===== config.mk =====
export PLATFORM = sky130hd
export DESIGN_NAME = pat_fetch_top
export DESIGN_NICKNAME = d
export VERILOG_FILES = /design/src/verilog/pat_fetch_pkg.sv /design/src/verilog/fetch_if.sv /design/src/verilog/line_counter.sv /design/src/verilog/mem_block_reader.sv /design/src/verilog/pat_fetch_top.sv /design/src/verilog/pat_seq_fsm.sv /design/src/verilog/pixel_serializer.sv
export SDC_FILE = /design/constraint.sdc
export NUM_CORES = 1
export LEC_CHECK = 0
export BUFFER_PORTS_ARGS = -buffer_cell sky130_fd_sc_hd__buf_2
export CORE_MARGIN = 1.5
export CORE_UTILIZATION = 54
export CTS_CLUSTER_SIZE = 14
export DETAILED_ROUTE_END_ITERATION = 8
export PLACE_DENSITY = 0.82
export SYNTH_ARGS = -nofsm -noshare
export SYNTH_HDL_FRONTEND = slang
export SYNTH_SLANG_ARGS = --single-unit

===== constraint.sdc =====
create_clock -name clk -period 52.3 [get_ports clk]
set_clock_uncertainty 0.05 [all_clocks]
set_input_delay 7.845 -clock clk [delete_from_list [all_inputs] [get_ports clk]]
set_output_delay 7.845 -clock clk [all_outputs]
set_load 0.02 [all_outputs]

===== src/verilog/pat_fetch_pkg.sv =====
package pat_fetch_pkg;

    // ------------------------------------------------------------
    // on-chip memory
    // ------------------------------------------------------------
    localparam int MEM_DATA_W      = 256;
    localparam int MEM_ADDR_W      = 13;
    localparam int MEM_BE_W        = 32;
    // read strobe to data valid, in clk cycles
    localparam int MEM_RD_LATENCY  = 2;

    // header word at address 0
    localparam logic [7:0] MAGIC_MEM = 8'h55;
    localparam int HDR_TOTAL_LSB   = 32;
    localparam int PAT_CNT_W       = 32;

    // ------------------------------------------------------------
    // pixel blocks
    // ------------------------------------------------------------
    localparam int PIX_W           = 24;
    localparam int WORDS_PER_BLOCK = 3;
    localparam int PIX_PER_BLOCK   = 32;

    // filled as three memory words, drained as 32 pixels
    // index 0 of either view sits in the top bits
    typedef union packed {
        logic [0:WORDS_PER_BLOCK-1][MEM_DATA_W-1:0] word;
        logic [0:PIX_PER_BLOCK-1][PIX_W-1:0]        pix;
    } pix_block_u;

endpackage


===== src/verilog/fetch_if.sv =====
`timescale 1ns/100ps

interface fetch_if;
    import pat_fetch_pkg::*;

    // reader side, from the header poll
    logic                 header_seen;
    logic [PAT_CNT_W-1:0] pattern_total;

    // sequencer side
    logic                 fetch_go;
    logic                 clear_req;

    modport seq (
        input  header_seen,
        input  pattern_total,
        output fetch_go,
        output clear_req
    );

    modport reader (
        output header_seen,
        output pattern_total,
        input  fetch_go,
        input  clear_req
    );

endinterface


===== src/verilog/line_counter.sv =====
`timescale 1ns/100ps

module line_counter #(
    parameter int LINES_PER_FRAME = 1081
) (
    input  logic clk,
    input  logic ddr3_emif_rst_n,
    input  logic v_sync_in,
    input  logic de_in,
    output logic frame_done
);
    localparam int LC_W = $clog2(LINES_PER_FRAME + 1);

    logic            v_sync_d;
    logic            de_d;
    logic            de_fall;
    logic [LC_W-1:0] line_cnt;

    always_ff @(posedge clk or negedge ddr3_emif_rst_n) begin
        if (!ddr3_emif_rst_n) begin
            v_sync_d   <= 1'b0;
            de_d       <= 1'b0;
            de_fall    <= 1'b0;
            line_cnt   <= '0;
            frame_done <= 1'b0;
        end else begin
            v_sync_d <= v_sync_in;
            de_d     <= de_in;
            de_fall  <= de_d & ~de_in;
            // v_sync restarts the count, every de rise is a new line
            if (v_sync_in && !v_sync_d) begin
                line_cnt <= '0;
            end else if (de_in && !de_d) begin
                line_cnt <= line_cnt + LC_W'(1);
            end
            frame_done <= de_fall && (line_cnt == LC_W'(LINES_PER_FRAME));
        end
    end

endmodule


===== src/verilog/mem_block_reader.sv =====
`timescale 1ns/100ps

module mem_block_reader (
    input  logic                                 clk,
    input  logic                                 ddr3_emif_rst_n,
    fetch_if.reader                              ctl,
    input  logic [pat_fetch_pkg::MEM_DATA_W-1:0] mem_read_data,
    output logic                                 mem_read,
    output logic                                 mem_write,
    output logic [pat_fetch_pkg::MEM_ADDR_W-1:0] mem_addr,
    output logic [pat_fetch_pkg::MEM_DATA_W-1:0] mem_write_data,
    output logic [pat_fetch_pkg::MEM_BE_W-1:0]   mem_byte_enable,
    output logic                                 block_valid,
    output pat_fetch_pkg::pix_block_u            block,
    input  logic                                 block_ready
);
    import pat_fetch_pkg::*;

    localparam int WCNT_W = $clog2(WORDS_PER_BLOCK + 1);

    logic [MEM_ADDR_W-1:0]     fetch_addr;
    logic                      rd_is_fetch;
    logic [MEM_RD_LATENCY-1:0] poll_pipe;
    logic [MEM_RD_LATENCY-1:0] fetch_pipe;
    logic [WCNT_W-1:0]         words_issued;
    logic [WCNT_W-1:0]         words_back;
    logic                      xfer;
    logic                      issue_poll;
    logic                      issue_fetch;
    logic                      fetch_ret;
    logic                      hdr_match;

    // the only write is the header clear
    assign mem_write_data = '0;

    assign xfer        = block_valid & block_ready;
    assign issue_poll  = ~ctl.fetch_go & ~ctl.clear_req;
    // at most one block issued ahead of the one handed over
    assign issue_fetch = ctl.fetch_go &
                         ((words_issued != WCNT_W'(WORDS_PER_BLOCK)) | xfer);
    assign fetch_ret   = fetch_pipe[MEM_RD_LATENCY-1];
    assign hdr_match   = poll_pipe[MEM_RD_LATENCY-1] & (mem_read_data[7:0] == MAGIC_MEM) &
                         ~ctl.fetch_go & ~ctl.header_seen;

    // ------------------------------------------------------------
    // read issue, return tagging and clear write
    // ------------------------------------------------------------
    always_ff @(posedge clk or negedge ddr3_emif_rst_n) begin
        if (!ddr3_emif_rst_n) begin
            mem_read          <= 1'b0;
            mem_write         <= 1'b0;
            mem_addr          <= '0;
            mem_byte_enable   <= '0;
            rd_is_fetch       <= 1'b0;
            fetch_addr        <= MEM_ADDR_W'(1);
            poll_pipe         <= '0;
            fetch_pipe        <= '0;
            words_issued      <= '0;
            words_back        <= '0;
            block_valid       <= 1'b0;
            ctl.header_seen   <= 1'b0;
            ctl.pattern_total <= '0;
        end else begin
            mem_write       <= 1'b0;
            mem_byte_enable <= '0;
            ctl.header_seen <= hdr_match;
            if (hdr_match) begin
                ctl.pattern_total <= mem_read_data[HDR_TOTAL_LSB +: PAT_CNT_W];
            end
            if (ctl.clear_req) begin
                // drop everything in flight, zero the header word
                mem_read        <= 1'b0;
                mem_write       <= 1'b1;
                mem_addr        <= '0;
                mem_byte_enable <= '1;
                fetch_addr      <= MEM_ADDR_W'(1);
                poll_pipe       <= '0;
                fetch_pipe      <= '0;
                words_issued    <= '0;
                words_back      <= '0;
                block_valid     <= 1'b0;
            end else begin
                poll_pipe   <= {poll_pipe[MEM_RD_LATENCY-2:0], mem_read & ~rd_is_fetch};
                fetch_pipe  <= {fetch_pipe[MEM_RD_LATENCY-2:0], mem_read & rd_is_fetch};
                mem_read    <= issue_poll | issue_fetch;
                rd_is_fetch <= issue_fetch;
                if (issue_fetch) begin
                    mem_addr   <= fetch_addr;
                    fetch_addr <= fetch_addr + MEM_ADDR_W'(1);
                end else begin
                    mem_addr <= '0;
                end
                if (xfer) begin
                    words_issued <= issue_fetch ? WCNT_W'(1) : '0;
                    block_valid  <= 1'b0;
                end else if (issue_fetch) begin
                    words_issued <= words_issued + WCNT_W'(1);
                end
                if (fetch_ret) begin
                    if (words_back == WCNT_W'(WORDS_PER_BLOCK - 1)) begin
                        words_back  <= '0;
                        block_valid <= 1'b1;
                    end else begin
                        words_back <= words_back + WCNT_W'(1);
                    end
                end
            end
        end
    end

    // staging block, word 0 first
    always_ff @(posedge clk) begin
        if (fetch_ret && !ctl.clear_req) begin
            block.word[words_back] <= mem_read_data;
        end
    end

endmodule


===== src/verilog/pat_fetch_top.sv =====
`timescale 1ns/100ps

module pat_fetch_top #(
    parameter int LINES_PER_FRAME = 1081,
    parameter int PIX_PER_LINE    = 80
) (
    input  logic                                 clk,
    input  logic                                 ddr3_emif_rst_n,
    input  logic [pat_fetch_pkg::MEM_DATA_W-1:0] mem_read_data,
    input  logic                                 frame_busy,
    input  logic                                 h_sync_in,
    input  logic                                 v_sync_in,
    input  logic                                 de_in,
    input  logic                                 de_first_offset_line_in,
    input  logic [pat_fetch_pkg::PIX_W-1:0]      left_offset_in,
    output logic                                 mem_read,
    output logic                                 mem_write,
    output logic [pat_fetch_pkg::MEM_ADDR_W-1:0] mem_addr,
    output logic [pat_fetch_pkg::MEM_DATA_W-1:0] mem_write_data,
    output logic [pat_fetch_pkg::MEM_BE_W-1:0]   mem_byte_enable,
    output logic                                 frame_trig,
    output logic                                 h_sync_out,
    output logic                                 v_sync_out,
    output logic                                 de_out,
    output logic [pat_fetch_pkg::PIX_W-1:0]      pix_data_out
);
    import pat_fetch_pkg::*;

    pix_block_u block;
    logic       block_valid;
    logic       block_ready;
    logic       frame_done;

    fetch_if ctl ();

    pat_seq_fsm i_pat_seq_fsm (
        .clk             (clk),
        .ddr3_emif_rst_n (ddr3_emif_rst_n),
        .ctl             (ctl.seq),
        .block_valid     (block_valid),
        .frame_busy      (frame_busy),
        .frame_done      (frame_done),
        .frame_trig      (frame_trig)
    );

    line_counter #(
        .LINES_PER_FRAME (LINES_PER_FRAME)
    ) i_line_counter (
        .clk             (clk),
        .ddr3_emif_rst_n (ddr3_emif_rst_n),
        .v_sync_in       (v_sync_in),
        .de_in           (de_in),
        .frame_done      (frame_done)
    );

    mem_block_reader i_mem_block_reader (
        .clk             (clk),
        .ddr3_emif_rst_n (ddr3_emif_rst_n),
        .ctl             (ctl.reader),
        .mem_read_data   (mem_read_data),
        .mem_read        (mem_read),
        .mem_write       (mem_write),
        .mem_addr        (mem_addr),
        .mem_write_data  (mem_write_data),
        .mem_byte_enable (mem_byte_enable),
        .block_valid     (block_valid),
        .block           (block),
        .block_ready     (block_ready)
    );

    pixel_serializer #(
        .PIX_PER_LINE (PIX_PER_LINE)
    ) i_pixel_serializer (
        .clk                     (clk),
        .ddr3_emif_rst_n         (ddr3_emif_rst_n),
        .fetch_go                (ctl.fetch_go),
        .block_valid             (block_valid),
        .block                   (block),
        .block_ready             (block_ready),
        .h_sync_in               (h_sync_in),
        .v_sync_in               (v_sync_in),
        .de_in                   (de_in),
        .de_first_offset_line_in (de_first_offset_line_in),
        .left_offset_in          (left_offset_in),
        .h_sync_out              (h_sync_out),
        .v_sync_out              (v_sync_out),
        .de_out                  (de_out),
        .pix_data_out            (pix_data_out)
    );

endmodule


===== src/verilog/pat_seq_fsm.sv =====
`timescale 1ns/100ps

module pat_seq_fsm (
    input  logic clk,
    input  logic ddr3_emif_rst_n,
    fetch_if.seq ctl,
    input  logic block_valid,
    input  logic frame_busy,
    input  logic frame_done,
    output logic frame_trig
);
    import pat_fetch_pkg::*;

    localparam logic [1:0] IDLE    = 2'd0;
    localparam logic [1:0] PRELOAD = 2'd1;
    localparam logic [1:0] SEND    = 2'd2;
    localparam logic [1:0] CLEAR   = 2'd3;

    logic [1:0]           state;
    logic [PAT_CNT_W-1:0] total;
    logic [PAT_CNT_W-1:0] frames_shown;
    logic                 last_frame;

    // the frame now ending is the last one of the run
    assign last_frame = (frames_shown + PAT_CNT_W'(1)) >= total;

    always_ff @(posedge clk or negedge ddr3_emif_rst_n) begin
        if (!ddr3_emif_rst_n) begin
            state         <= IDLE;
            total         <= '0;
            frames_shown  <= '0;
            ctl.fetch_go  <= 1'b0;
            ctl.clear_req <= 1'b0;
            frame_trig    <= 1'b0;
        end else begin
            frame_trig    <= 1'b0;
            ctl.clear_req <= 1'b0;
            case (state)
                IDLE: begin
                    if (ctl.header_seen) begin
                        total        <= ctl.pattern_total;
                        frames_shown <= '0;
                        ctl.fetch_go <= 1'b1;
                        state        <= PRELOAD;
                    end
                end
                PRELOAD: begin
                    // first block staged, wait for the display side
                    if (block_valid && !frame_busy) begin
                        frame_trig <= 1'b1;
                        state      <= SEND;
                    end
                end
                SEND: begin
                    if (frame_done) begin
                        if (last_frame) begin
                            ctl.fetch_go  <= 1'b0;
                            ctl.clear_req <= 1'b1;
                            state         <= CLEAR;
                        end else begin
                            frames_shown <= frames_shown + PAT_CNT_W'(1);
                            frame_trig   <= 1'b1;
                        end
                    end
                end
                CLEAR: begin
                    state <= IDLE;
                end
            endcase
        end
    end

endmodule


===== src/verilog/pixel_serializer.sv =====
`timescale 1ns/100ps

module pixel_serializer #(
    parameter int PIX_PER_LINE = 80
) (
    input  logic                            clk,
    input  logic                            ddr3_emif_rst_n,
    input  logic                            fetch_go,
    input  logic                            block_valid,
    input  pat_fetch_pkg::pix_block_u       block,
    output logic                            block_ready,
    input  logic                            h_sync_in,
    input  logic                            v_sync_in,
    input  logic                            de_in,
    input  logic                            de_first_offset_line_in,
    input  logic [pat_fetch_pkg::PIX_W-1:0] left_offset_in,
    output logic                            h_sync_out,
    output logic                            v_sync_out,
    output logic                            de_out,
    output logic [pat_fetch_pkg::PIX_W-1:0] pix_data_out
);
    import pat_fetch_pkg::*;

    localparam int IDX_W  = $clog2(PIX_PER_BLOCK);
    localparam int DCNT_W = $clog2(PIX_PER_LINE + 1);

    pix_block_u        cur_block;
    logic              full;
    logic [IDX_W-1:0]  pix_idx;
    logic [DCNT_W-1:0] de_cnt;
    logic              in_run;
    logic              take_pix;
    logic              last_pix;

    // a pixel is owed on a normal line until PIX_PER_LINE are out
    assign in_run      = de_in & ~de_first_offset_line_in & (de_cnt < DCNT_W'(PIX_PER_LINE));
    assign take_pix    = in_run & full;
    assign last_pix    = take_pix & (pix_idx == IDX_W'(PIX_PER_BLOCK - 1));
    assign block_ready = ~full | last_pix;

    always_ff @(posedge clk or negedge ddr3_emif_rst_n) begin
        if (!ddr3_emif_rst_n) begin
            full         <= 1'b0;
            pix_idx      <= '0;
            de_cnt       <= '0;
            h_sync_out   <= 1'b0;
            v_sync_out   <= 1'b0;
            de_out       <= 1'b0;
            pix_data_out <= '0;
        end else begin
            h_sync_out <= h_sync_in;
            v_sync_out <= v_sync_in;
            de_out     <= de_in;

            if (!de_in) begin
                de_cnt <= '0;
            end else if (in_run) begin
                de_cnt <= de_cnt + DCNT_W'(1);
            end

            // index carries over lines and frames, only a stopped run restarts it
            if (!fetch_go) begin
                full    <= 1'b0;
                pix_idx <= '0;
            end else begin
                if (take_pix) begin
                    pix_idx <= pix_idx + IDX_W'(1);
                end
                if (block_valid && block_ready) begin
                    full <= 1'b1;
                end else if (last_pix) begin
                    full <= 1'b0;
                end
            end

            // underrun falls through to zero
            if (de_in && de_first_offset_line_in) begin
                pix_data_out <= left_offset_in;
            end else if (take_pix) begin
                pix_data_out <= cur_block.pix[pix_idx];
            end else begin
                pix_data_out <= '0;
            end
        end
    end

    always_ff @(posedge clk) begin
        if (block_valid && block_ready) begin
            cur_block <= block;
        end
    end

endmodule

# After elaboration in Yosys (flattened, before gate mapping)
# Index checks and enable logic that the tools add are counted.
totals:
  regBits: 1761
  inputBits: 287
  word_cells: 163
classes:
  addsub: 7
  magnitude_cmp: 5
  n_eq_ne: 16
  mux: 57
  bitwise_logic: 25
  reduce_logical: 22
ops:
  columns: ["cell", "count"]
  rows:
  - ["768-bit bitwise mux", 1]
  - ["256-bit demux with 2-bit select", 1]
  - ["256-bit two-way mux", 1]
  - ["32-bit two-way mux", 4]
  - ["24-bit binary-select mux with 5-bit select", 1]
  - ["24-bit two-way mux", 4]
  - ["32-bit one-hot mux with 2 select lines", 1]
  - ["13-bit two-way mux", 4]
  - ["32-bit by 1-bit adder with 32-bit output, second input constant", 1]
  - ["32-bit greater-or-equal comparator", 1]
  - ["2-bit two-way mux", 12]
  - ["11-bit two-way mux", 2]
  - ["1-bit two-way mux", 19]
  - ["7-bit two-way mux", 2]
  - ["13-bit by 1-bit adder with 13-bit output, second input constant", 1]
  - ["1-bit bitwise AND", 13]
  - ["2-bit by 1-bit inequality test with 1-bit output, second input constant", 6]
  - ["4-bit AND reduction", 3]
  - ["11-bit by 1-bit adder with 11-bit output, second input constant", 1]
  - ["11-bit equality test, second input constant", 1]
  - ["5-bit two-way mux", 2]
  - ["8-bit by 7-bit equality test with 1-bit output, second input constant", 1]
  - ["1-bit logical AND", 8]
  - ["2-bit one-hot mux with 4 select lines", 1]
  - ["22 further kinds", 41]

# Longest topological paths before layout
# Gate-level depths: netlist (run 1).
depth:
  ltp_word: 12
  depth_mapped: 15
  ltp_nobuf: 12

# Modules after synthesis
# From an unflattened synthesis (run 1), not the netlist that was laid out.
unflattened:
  cells_unflattened: 3314
  area_unflattened_um2: 64414.3
modules_own_cells:
  columns: ["mod", "instances", "cells_per_inst", "area_per_inst_um2", "seq_area_each_um2"]
  rows:
  - ["pixel_serializer", 1, 1548, 31174.9, 24063.1]
  - ["mem_block_reader", 1, 1269, 28190.8, 24840.1]
  - ["pat_seq_fsm", 1, 429, 4317.9, 1726.7]
  - ["line_counter", 1, 68, 730.7, 375.4]

# Least setup slack after synthesis (run 1)
# Ideal clock, no wire load.
synth_timing:
  path_kind: "in2reg"
  start: "input de_first_offset_line_in"
  end: "register i_mem_block_reader.words_issued[0]"
  arrival_time_ns: 43.412
  required_time_ns: 52.075
  path_slack_ns: 8.663
  path_stages: 5
  n_path_buf: 0
  path_cell_list: "inv_1 a41oi_1 nor2_1 o21ai_0 a21oi_1"
synth_between:
  elab_chain_cells: 12
synth_rtl:
  columns: ["item", "line_no", "source"]
  rows:
  - ["from (decl)", "pat_fetch_top.sv:14", "input logic de_first_offset_line_in,"]
  - ["1-bit inverter (*)", "pixel_serializer.sv:36", "assign in_run = de_in & ~de_first_offset_line_in & (de_cnt < DCNT_W'(PIX_PER_LINE));"]
  - ["1-bit bitwise AND (*) (2 in series)", "pixel_serializer.sv:36", null]
  - ["1-bit bitwise AND (*)", "pixel_serializer.sv:37", "assign take_pix = in_run & full;"]
  - ["1-bit bitwise AND (*)", "pixel_serializer.sv:38", "assign last_pix = take_pix & (pix_idx == IDX_W'(PIX_PER_BLOCK - 1));"]
  - ["1-bit OR (*)", "pixel_serializer.sv:39", "assign block_ready = ~full | last_pix;"]
  - ["1-bit bitwise AND (*)", "mem_block_reader.sv:36", "assign xfer = block_valid & block_ready;"]
  - ["via i_mem_block_reader.xfer", "mem_block_reader.sv:27", "logic xfer;"]
  - ["1-bit OR", "mem_block_reader.sv:40", "((words_issued != WCNT_W'(WORDS_PER_BLOCK)) | xfer);"]
  - ["1-bit bitwise AND", "mem_block_reader.sv:39", "assign issue_fetch = ctl.fetch_go &"]
  - ["1-bit two-way mux", "mem_block_reader.sv:94", "words_issued <= issue_fetch ? WCNT_W'(1) : '0;"]
  - ["2-bit two-way mux", "mem_block_reader.sv:93", "if (xfer) begin"]
  - ["2-bit two-way mux", "mem_block_reader.sv:70", "if (ctl.clear_req) begin"]
  - ["to (signal assigned)", "mem_block_reader.sv:94", null]
  - ["to (signal assigned)", "mem_block_reader.sv:97", "words_issued <= words_issued + WCNT_W'(1);"]
  - ["to (decl)", "mem_block_reader.sv:25", "logic [WCNT_W-1:0] words_issued;"]
# The timed path passes the listed nets; every way through them passes the cells marked *.
# A chain may end at the register's enable or synchronous reset.

# Final worst setup path (run 1)
layout_timing:
  start: "input de_in"
  end: "register i_pixel_serializer.cur_block[718] (netlist bit), enable pin"
layout_between:
  elab_chain_cells: 6
layout_rtl:
  columns: ["item", "line_no", "source"]
  rows:
  - ["from (decl)", "pat_fetch_top.sv:13", "input logic de_in,"]
  - ["1-bit bitwise AND (2 in series)", "pixel_serializer.sv:36", null]
  - ["1-bit bitwise AND", "pixel_serializer.sv:37", null]
  - ["1-bit bitwise AND", "pixel_serializer.sv:38", null]
  - ["1-bit OR", "pixel_serializer.sv:39", null]
  - ["1-bit logical AND", "pixel_serializer.sv:88", "if (block_valid && block_ready) begin"]
  - ["to (signal assigned)", "pixel_serializer.sv:89", "cur_block <= block;"]
  - ["to (decl)", "pixel_serializer.sv:27", "pix_block_u cur_block;"]
# No other way between the ends.

==> results of run 1 <==
-- layer usage --
| layer | wire length [um] | up-vias | share of wire [%] | track usage [%] |
|---|---|---|---|---|
| met4 | 3630 | 40 | 2.6 | 7.03 |
| met2 | 71200 | 1407 | 51 | 38.6 |
| li1 | - | 12454 | - | - |
| met3 | 12400 | 254 | 9.0 | 5.87 |
| met1 | 51300 | 15199 | 37 | 29.9 |
| met5 | 245 | - | 0.18 | 0 |
-- cell type report --
type	count	area, um^2
well taps	1536	1920
multi-input cells	1156	11100
clock inverters	82	797
flip-flops and latches	1729	51000
diodes	25	62.6
repair buffers	402	2150
inverters	49	184
fillers	7868	46200
clock buffers	216	4380
-- metrics by stage --
stage,utilization (%),hold slack [ns],power [uW],cells
final,60.8,0.354,3450,5195
after global routing,60.7,0.361,3560,5181
after CTS,60.7,0.353,3470,5170
after detailed placement,56.3,0.355,2320,4872
after global placement,56.3,0.350,2290,4872
after floorplan,-,0.302,2470,3336
-- power breakdown --
part | internal [uW] | total [uW] | switching (uW)
Combinational | 104 | 389 | 285
Sequential | 1840 | 1920 | 79.4
Clock | 640 | 1150 | 506
Total | 2580 | 3450 | 870
-- cell families after synthesis --
kind of cell,after synthesis
DFF,1729
buffers and inverters,451
and+or+nand+nor,365
muxes,312
AOI/OAI and AO/OA,126
xor gates and xnor gates,54
adders and majority gates,43
other,1
-- cell usage after synthesis, types with 7 or more instances --
master	n	area, um^2
o21ai_0	16	80.1
buf_1	15	56.3
o211ai_2	18	225
nor4_1	13	81.3
nand3_1	29	145
mux2_2	66	743
xor2_1	16	140
inv_1	49	184
xnor2_1	38	333
nand2_1	141	529
o211ai_1	7	52.6
a22oi_1	25	188
ha_1	43	538
dfrtp_1	192	4800
a31oi_1	7	43.8
nand4_1	50	313
a21oi_1	16	80.1
edfxtp_1	1536	46100
and3_1	10	62.6
mux4_2	240	5410
clkbuf_1	65	244
and2_1	23	144
nor2_1	39	146
buf_6	11	124
buf_2	21	105
nand2b_1	8	50.1
buf_4	290	2180
nor2b_1	7	43.8
nor3_1	13	65.1
-- critical path: stages --
cell and delay, ns:
buf_2 0.21, a41oi_1 0.30, nor2_4 0.22, buf_4 0.76
buf_4 0.80, buf_4 0.98, buf_4 0.98, buf_4 1.00
-- registers in the layout, indices dropped and copies added (netlist names), 5 cells and up --
name and flops:
i_mem_block_reader.block 768, i_pixel_serializer.pix_idx 5, i_mem_block_reader.ctl.pattern_total 32, i_pixel_serializer.cur_block 768, i_pixel_serializer.de_cnt 7, i_mem_block_reader.fetch_addr 13, i_pixel_serializer.pix_data_out 24, i_pat_seq_fsm.frames_shown 32
i_pat_seq_fsm.total 32, i_mem_block_reader.mem_addr 13, i_line_counter.line_cnt 11
-- how the worst min path moves through the flow --
stage                                                  from                                               end  slack (ns)  cells past startpoint
finish              i_mem_block_reader.block[540]$_DFFE_PP_       i_pixel_serializer.cur_block[540]$_DFFE_PP_        0.35                      0
CTS                 i_mem_block_reader.block[133]$_DFFE_PP_       i_pixel_serializer.cur_block[133]$_DFFE_PP_        0.35                      0
global placement     i_mem_block_reader.block[55]$_DFFE_PP_        i_pixel_serializer.cur_block[55]$_DFFE_PP_        0.35                      0
global route         i_mem_block_reader.block[48]$_DFFE_PP_        i_pixel_serializer.cur_block[48]$_DFFE_PP_        0.36                      0
detailed placement  i_mem_block_reader.block[145]$_DFFE_PP_       i_pixel_serializer.cur_block[145]$_DFFE_PP_        0.35                      0
floorplan             i_pat_seq_fsm.ctl.clear_req$_DFF_PN0_  i_mem_block_reader.mem_byte_enable[30]$_DFF_PN0_        0.30                      0
==> impl_results.md, run 1 <==
* Outcome: finished, final reports clean
* Worst setup endpoint: i_pixel_serializer.cur_block[718]$_DFFE_PP_
* Synth Area in XOR/XNOR at 0.740%
* Vias in the first global route at 29460
* Post-CTS setup buffer count at 0
* CTS Buf Count at 164
* Mapped Avg Cell Area at 20.7 um^2
* CTS root buf: clkbuf_16
* Clock net sink count at 1729
* Max Fclk at 77.2 MHz
* Vias at 29354
* Worst R2R End: i_pixel_serializer.cur_block[718]$_DFFE_PP_
* Largest family of logic cells by synthesized area: multiplexers
* Endpoint class of the critical path: flop
* Post-synthesis simple-gate area fraction at 2.90%
* DIE AREA at 0.120 mm^2
* Final setup fails at 0
* Register area share after synthesis at 79.7%
* Hold WC Path Type: flop to flop
* GRT overflow at 0
* Final Hold Vio Count at 0
* FP Rows at 126
* Die width at 347 um
* Commonest register cell after synthesis: edfxtp_1
* Core area at 0.118 mm^2
* IR drop worst, VDD at 30.1 uV
* Arrival time worst endpoint at 13.28 ns
* Slew at the pin closest to its max-slew limit at 1.22 ns
* Crit Path Class: input port to flop
* Synth-to-layout area growth at 12.0%
* Nets at 3832
* Initial detailed-routing violation count at 3158
* Synth cell types at 69
* Detailed Route WL at 139000 um
* Die height at 347 um
* Post-synthesis mux area share at 9.72%
* Initial antenna violation count at 57
* Crit. Startpoint: de_in
* Min Tclk post-route at 12.95 ns
* Most frequent cells in the layout: edfxtp_1 (1536), buf_2 (360), conb_1 (256), mux4_2 (240), dfrtp_1 (188)
* Worst-Skew Late Latency at 0.78 ns
* All-Layer GR Usage at 23.1%
* Critical R2R Launch: i_pixel_serializer.pix_idx[0]$_DFFE_PN0P_
* Share of cells above drive strength 1 at 26.9%
* Reg clk slew, reported paths at 0.06 ns
* Flops & latches, synth at 1729
* Max Cap Viol at 0
* Num ports at 618
* Post-synth EDFFs at 1536
* CTS tree: done
* R2r setup slk at 44.97 ns
* Detailed Routing Iterations Pass 1 at 6
* Post-CTS Resized at 0
* Synth async-reset ratio at 11.2%
* Reg2Reg Depth at 10
* Post-DRT Antenna Nets at 0
* Gpl congestion at 0.870
* Hpwl dp at 85900 um
* RSZ-0062 raised after global routing: false
* Via density at 5.65
* Largest net degree at the start of global routing at 149
* Cell area power density at 48.2 mW/mm^2
* CTS max path bufs at 3
* Final Cell Area at 0.0715 mm^2
* Pins over their slew limit at 0
* Post-placement cell area at 0.0663 mm^2
* Synth Area in Compound Gates at 1.54%
* Leading cell type in the layout, fill and taps excluded: edfxtp_1
* Mapped Cells at 3081
* Routed WL per cell at 26.7 um
* Startpoint types: input port
* Post-route clock period utilization at 24.8%
* Cts hold-fix bufs at 0
* Mapped Area at 0.0639 mm^2
* Pre-CTS setup slack at 38.59 ns
* DRC Markers at 0
* First-pass GRT wire length at 200000 um
* Synth Area in Adders at 0.842%
* Yosys warns at 0
* Initial Utilization at 54.3%
* Lkg Pwr at 0.0249 uW
* H-Tree Depth at 4
* Worst path required time at 52.63 ns
* Slew margin rel. at 19.0%
* IO buf count at 361
* Critical Path Fanout Max at 91
* Setup TNS Final at 0 ns
* Final WS setup at 39.35 ns
Note: power is estimated with default switching activity, not from simulation.
==> run 2, diff against run 1 <==
- clock period: 52.3 -> 12.2 ns (I/O delays scaled with it)
==> run 2 against run 1 <==
Clock power increased to 4.5 times the previous value. Critical path depth is 1 lower. Sequential cell count did not move. Routed wire length is 1.9% higher. Sequential power rose to 4.3 times the previous value. Sequential share of layout area shrank 0.34 points. Via count is 1.1% higher. Non-clock buffer count decreased by 5. Register-to-register slack got worse by 38 ns. Critical endpoint is now i_pixel_serializer.cur_block[499]$_DFFE_PP_. Largest power group unchanged. Highest routed layer unchanged.
==> impl_results.md, run 2 (synthesis gave the netlist of run 1 again) <==
* Final Hold Vio Count at 0 (unchanged)
* Lkg Pwr at 0.0250 uW (+0.42%)
* Crit path cell chain: ha_1, and3_1, ha_1, a41oi_4, nor2_4, buf_4, buf_4
* RSZ-0062 raised after global routing: false
* Routed WL per cell at 27.2 um (+2.0%)
* CTS tree: done
* GRT overflow at 0 (unchanged)
* Synth-to-layout area growth at 12.5%
* Cts hold-fix bufs at 0 (unchanged)
* Final setup fails at 0 (unchanged)
* Hold WC Path Type: flop to flop
* Slew margin rel. at 18.6% (-0.37 points)
* Initial Utilization at 54.3% (unchanged)
* Worst-Skew Late Latency at 0.79 ns (about the same)
* DRC Markers at 0 (unchanged)
* Buffers & Inverters on Critical Path at 2 (-4)
* DIE AREA at 0.120 mm^2 (unchanged)
* Post-route clock period utilization at 42.0%
* Endpoint class of the critical path: flop
* Core area at 0.118 mm^2 (unchanged)
* Initial antenna violation count at 55 (-3.5%)
* Gpl congestion at 0.899 (+3.4%)
* Pwr Total at 15000 uW (+340%)
* Max Cap Viol at 0 (unchanged)
* Post-CTS Resized at 0 (unchanged)
* Setup TNS Final at 0 ns (unchanged)
* CP top delay family: buffers and inverters
* Cell area power density at 209 mW/mm^2 (+330%)
* Crit Path Class: flop to flop
* Nets at 3830 (-0.052%)
* IR drop worst, VDD at 144 uV (+380%)
* Post-CTS setup buffer count at 0 (unchanged)
* Via density at 5.72 (+1.2%)
* Die height at 347 um (unchanged)
* Die width at 347 um (unchanged)
* CTS Buf Count at 167 (+1.8%)
* All-Layer GR Usage at 23.5% (+0.45 points)
* Startpoint types: flop
* First-pass GRT wire length at 202000 um (+1.2%)
* Arrival time worst endpoint at 5.48 ns (-7.80 ns)
* Largest net degree at the start of global routing at 173 (+16%)
* Slowest stage cell, crit path: dfrtp_4
* Slew at the pin closest to its max-slew limit at 1.22 ns (+0.00553 ns)
* CTS max path bufs at 3 (unchanged)
* Detailed Routing Iterations Pass 1 at 5 (-1)
* Vias at 29689 (+1.1%)
* Outcome: finished, final reports clean
* Vias in the first global route at 29694 (+0.79%)
* Min Tclk post-route at 5.12 ns
* Clock net sink count at 1729 (unchanged)
* FP Rows at 126 (unchanged)
* Critical Path Fanout Max at 92 (+1.1%)
* Most frequent cells in the layout: edfxtp_1 (1536), buf_2 (360), conb_1 (256), mux4_2 (240), dfrtp_1 (188)
* Crit-path max cell delay at 1.09 ns (+0.09 ns)
* Hpwl dp at 84600 um (-1.5%)
* Leading cell type in the layout, fill and taps excluded: edfxtp_1
* H-Tree Depth at 4 (unchanged)
* Worst path required time at 12.56 ns (-40.07 ns)
* Fillers at 7789 (-1.0%)
* Post-DRT Antenna Nets at 0 (unchanged)
* IO buf count at 361 (unchanged)
* Pins over their slew limit at 0 (unchanged)
* Reg clk slew, reported paths at 0.06 ns (about the same)
* Num ports at 618 (unchanged)
* Hold slack at 0.350 ns (-0.00403 ns)
* Initial detailed-routing violation count at 3592 (+14%)
* CTS root buf: clkbuf_16
* Share of cells above drive strength 1 at 26.9% (about the same)
* Max Fclk at 195 MHz
* Detailed Route WL at 141000 um (+1.9%)
==> run 2: power by group <==
group          total (uW)  leakage, uW  internal, uW  switching [uW]
Combinational        1690      0.00575           457            1240
Sequential           8210       0.0166          7870             338
Clock                5140      0.00264          2940            2200
Total               15000       0.0250         11300            3770
==> run 2: layer usage <==
| layer | track usage (%) | wire length [um] |
|---|---|---|
| met3 | 5.98 | 12300 |
| met1 | 29.7 | 51900 |
| met2 | 40.2 | 73500 |
| met5 | 0 | 222 |
| met4 | 7.09 | 3560 |
==> run 2: cell type report <==
class,instances,area [um^2],share of cell area [%]
well taps,1536,1920,2.67
clock buffers,217,4470,6.22
clock inverters,84,970,1.35
repair buffers,397,2190,3.04
inverters,49,196,0.273
diodes,26,65.1,0.0905
multi-input cells,1156,11100,15.5
flip-flops and latches,1729,51000,70.9
==> run 2: worst reg2reg max path: stages (launching register included) <==
cell     delay (ns)
dfrtp_4        1.09
ha_1           0.32
and3_1         0.17
ha_1           0.18
a41oi_4        0.16
nor2_4         0.70
buf_4          0.91
buf_4          1.05
==> run 2: worst paths after layout <==
path                                                           start                                                  end  slack [ns]  cells after the start
max                        i_pixel_serializer.pix_idx[1]$_DFFE_PN0P_          i_pixel_serializer.cur_block[499]$_DFFE_PP_        7.08                      7
min                          i_mem_block_reader.block[220]$_DFFE_PP_          i_pixel_serializer.cur_block[220]$_DFFE_PP_        0.35                      0
max reg2reg                i_pixel_serializer.pix_idx[1]$_DFFE_PN0P_          i_pixel_serializer.cur_block[499]$_DFFE_PP_        7.08                      7
min reg2reg                  i_mem_block_reader.block[220]$_DFFE_PP_          i_pixel_serializer.cur_block[220]$_DFFE_PP_        0.35                      0
max in group asynchronous                            ddr3_emif_rst_n  i_mem_block_reader.ctl.pattern_total[5]$_DFFE_PN0P_        8.85                      3
min in group asynchronous                            ddr3_emif_rst_n        i_mem_block_reader.fetch_addr[11]$_DFFE_PN0P_        1.02                      1
==> run 2: per-stage QoR <==
step | utilization [%] | cell area [um^2] | cells | setup WS [ns]
2_1_floorplan | - | 64900 | 3336 | -3.86
3_3_place_gp | 56.4 | 66400 | 4867 | 6.88
3_5_place_dp | 56.4 | 66400 | 4867 | 6.76
4_1_cts | 61.0 | 71800 | 5168 | 7.00
5_1_grt | 61.0 | 71800 | 5179 | 6.72
6_report | 61.0 | 71900 | 5194 | 7.08
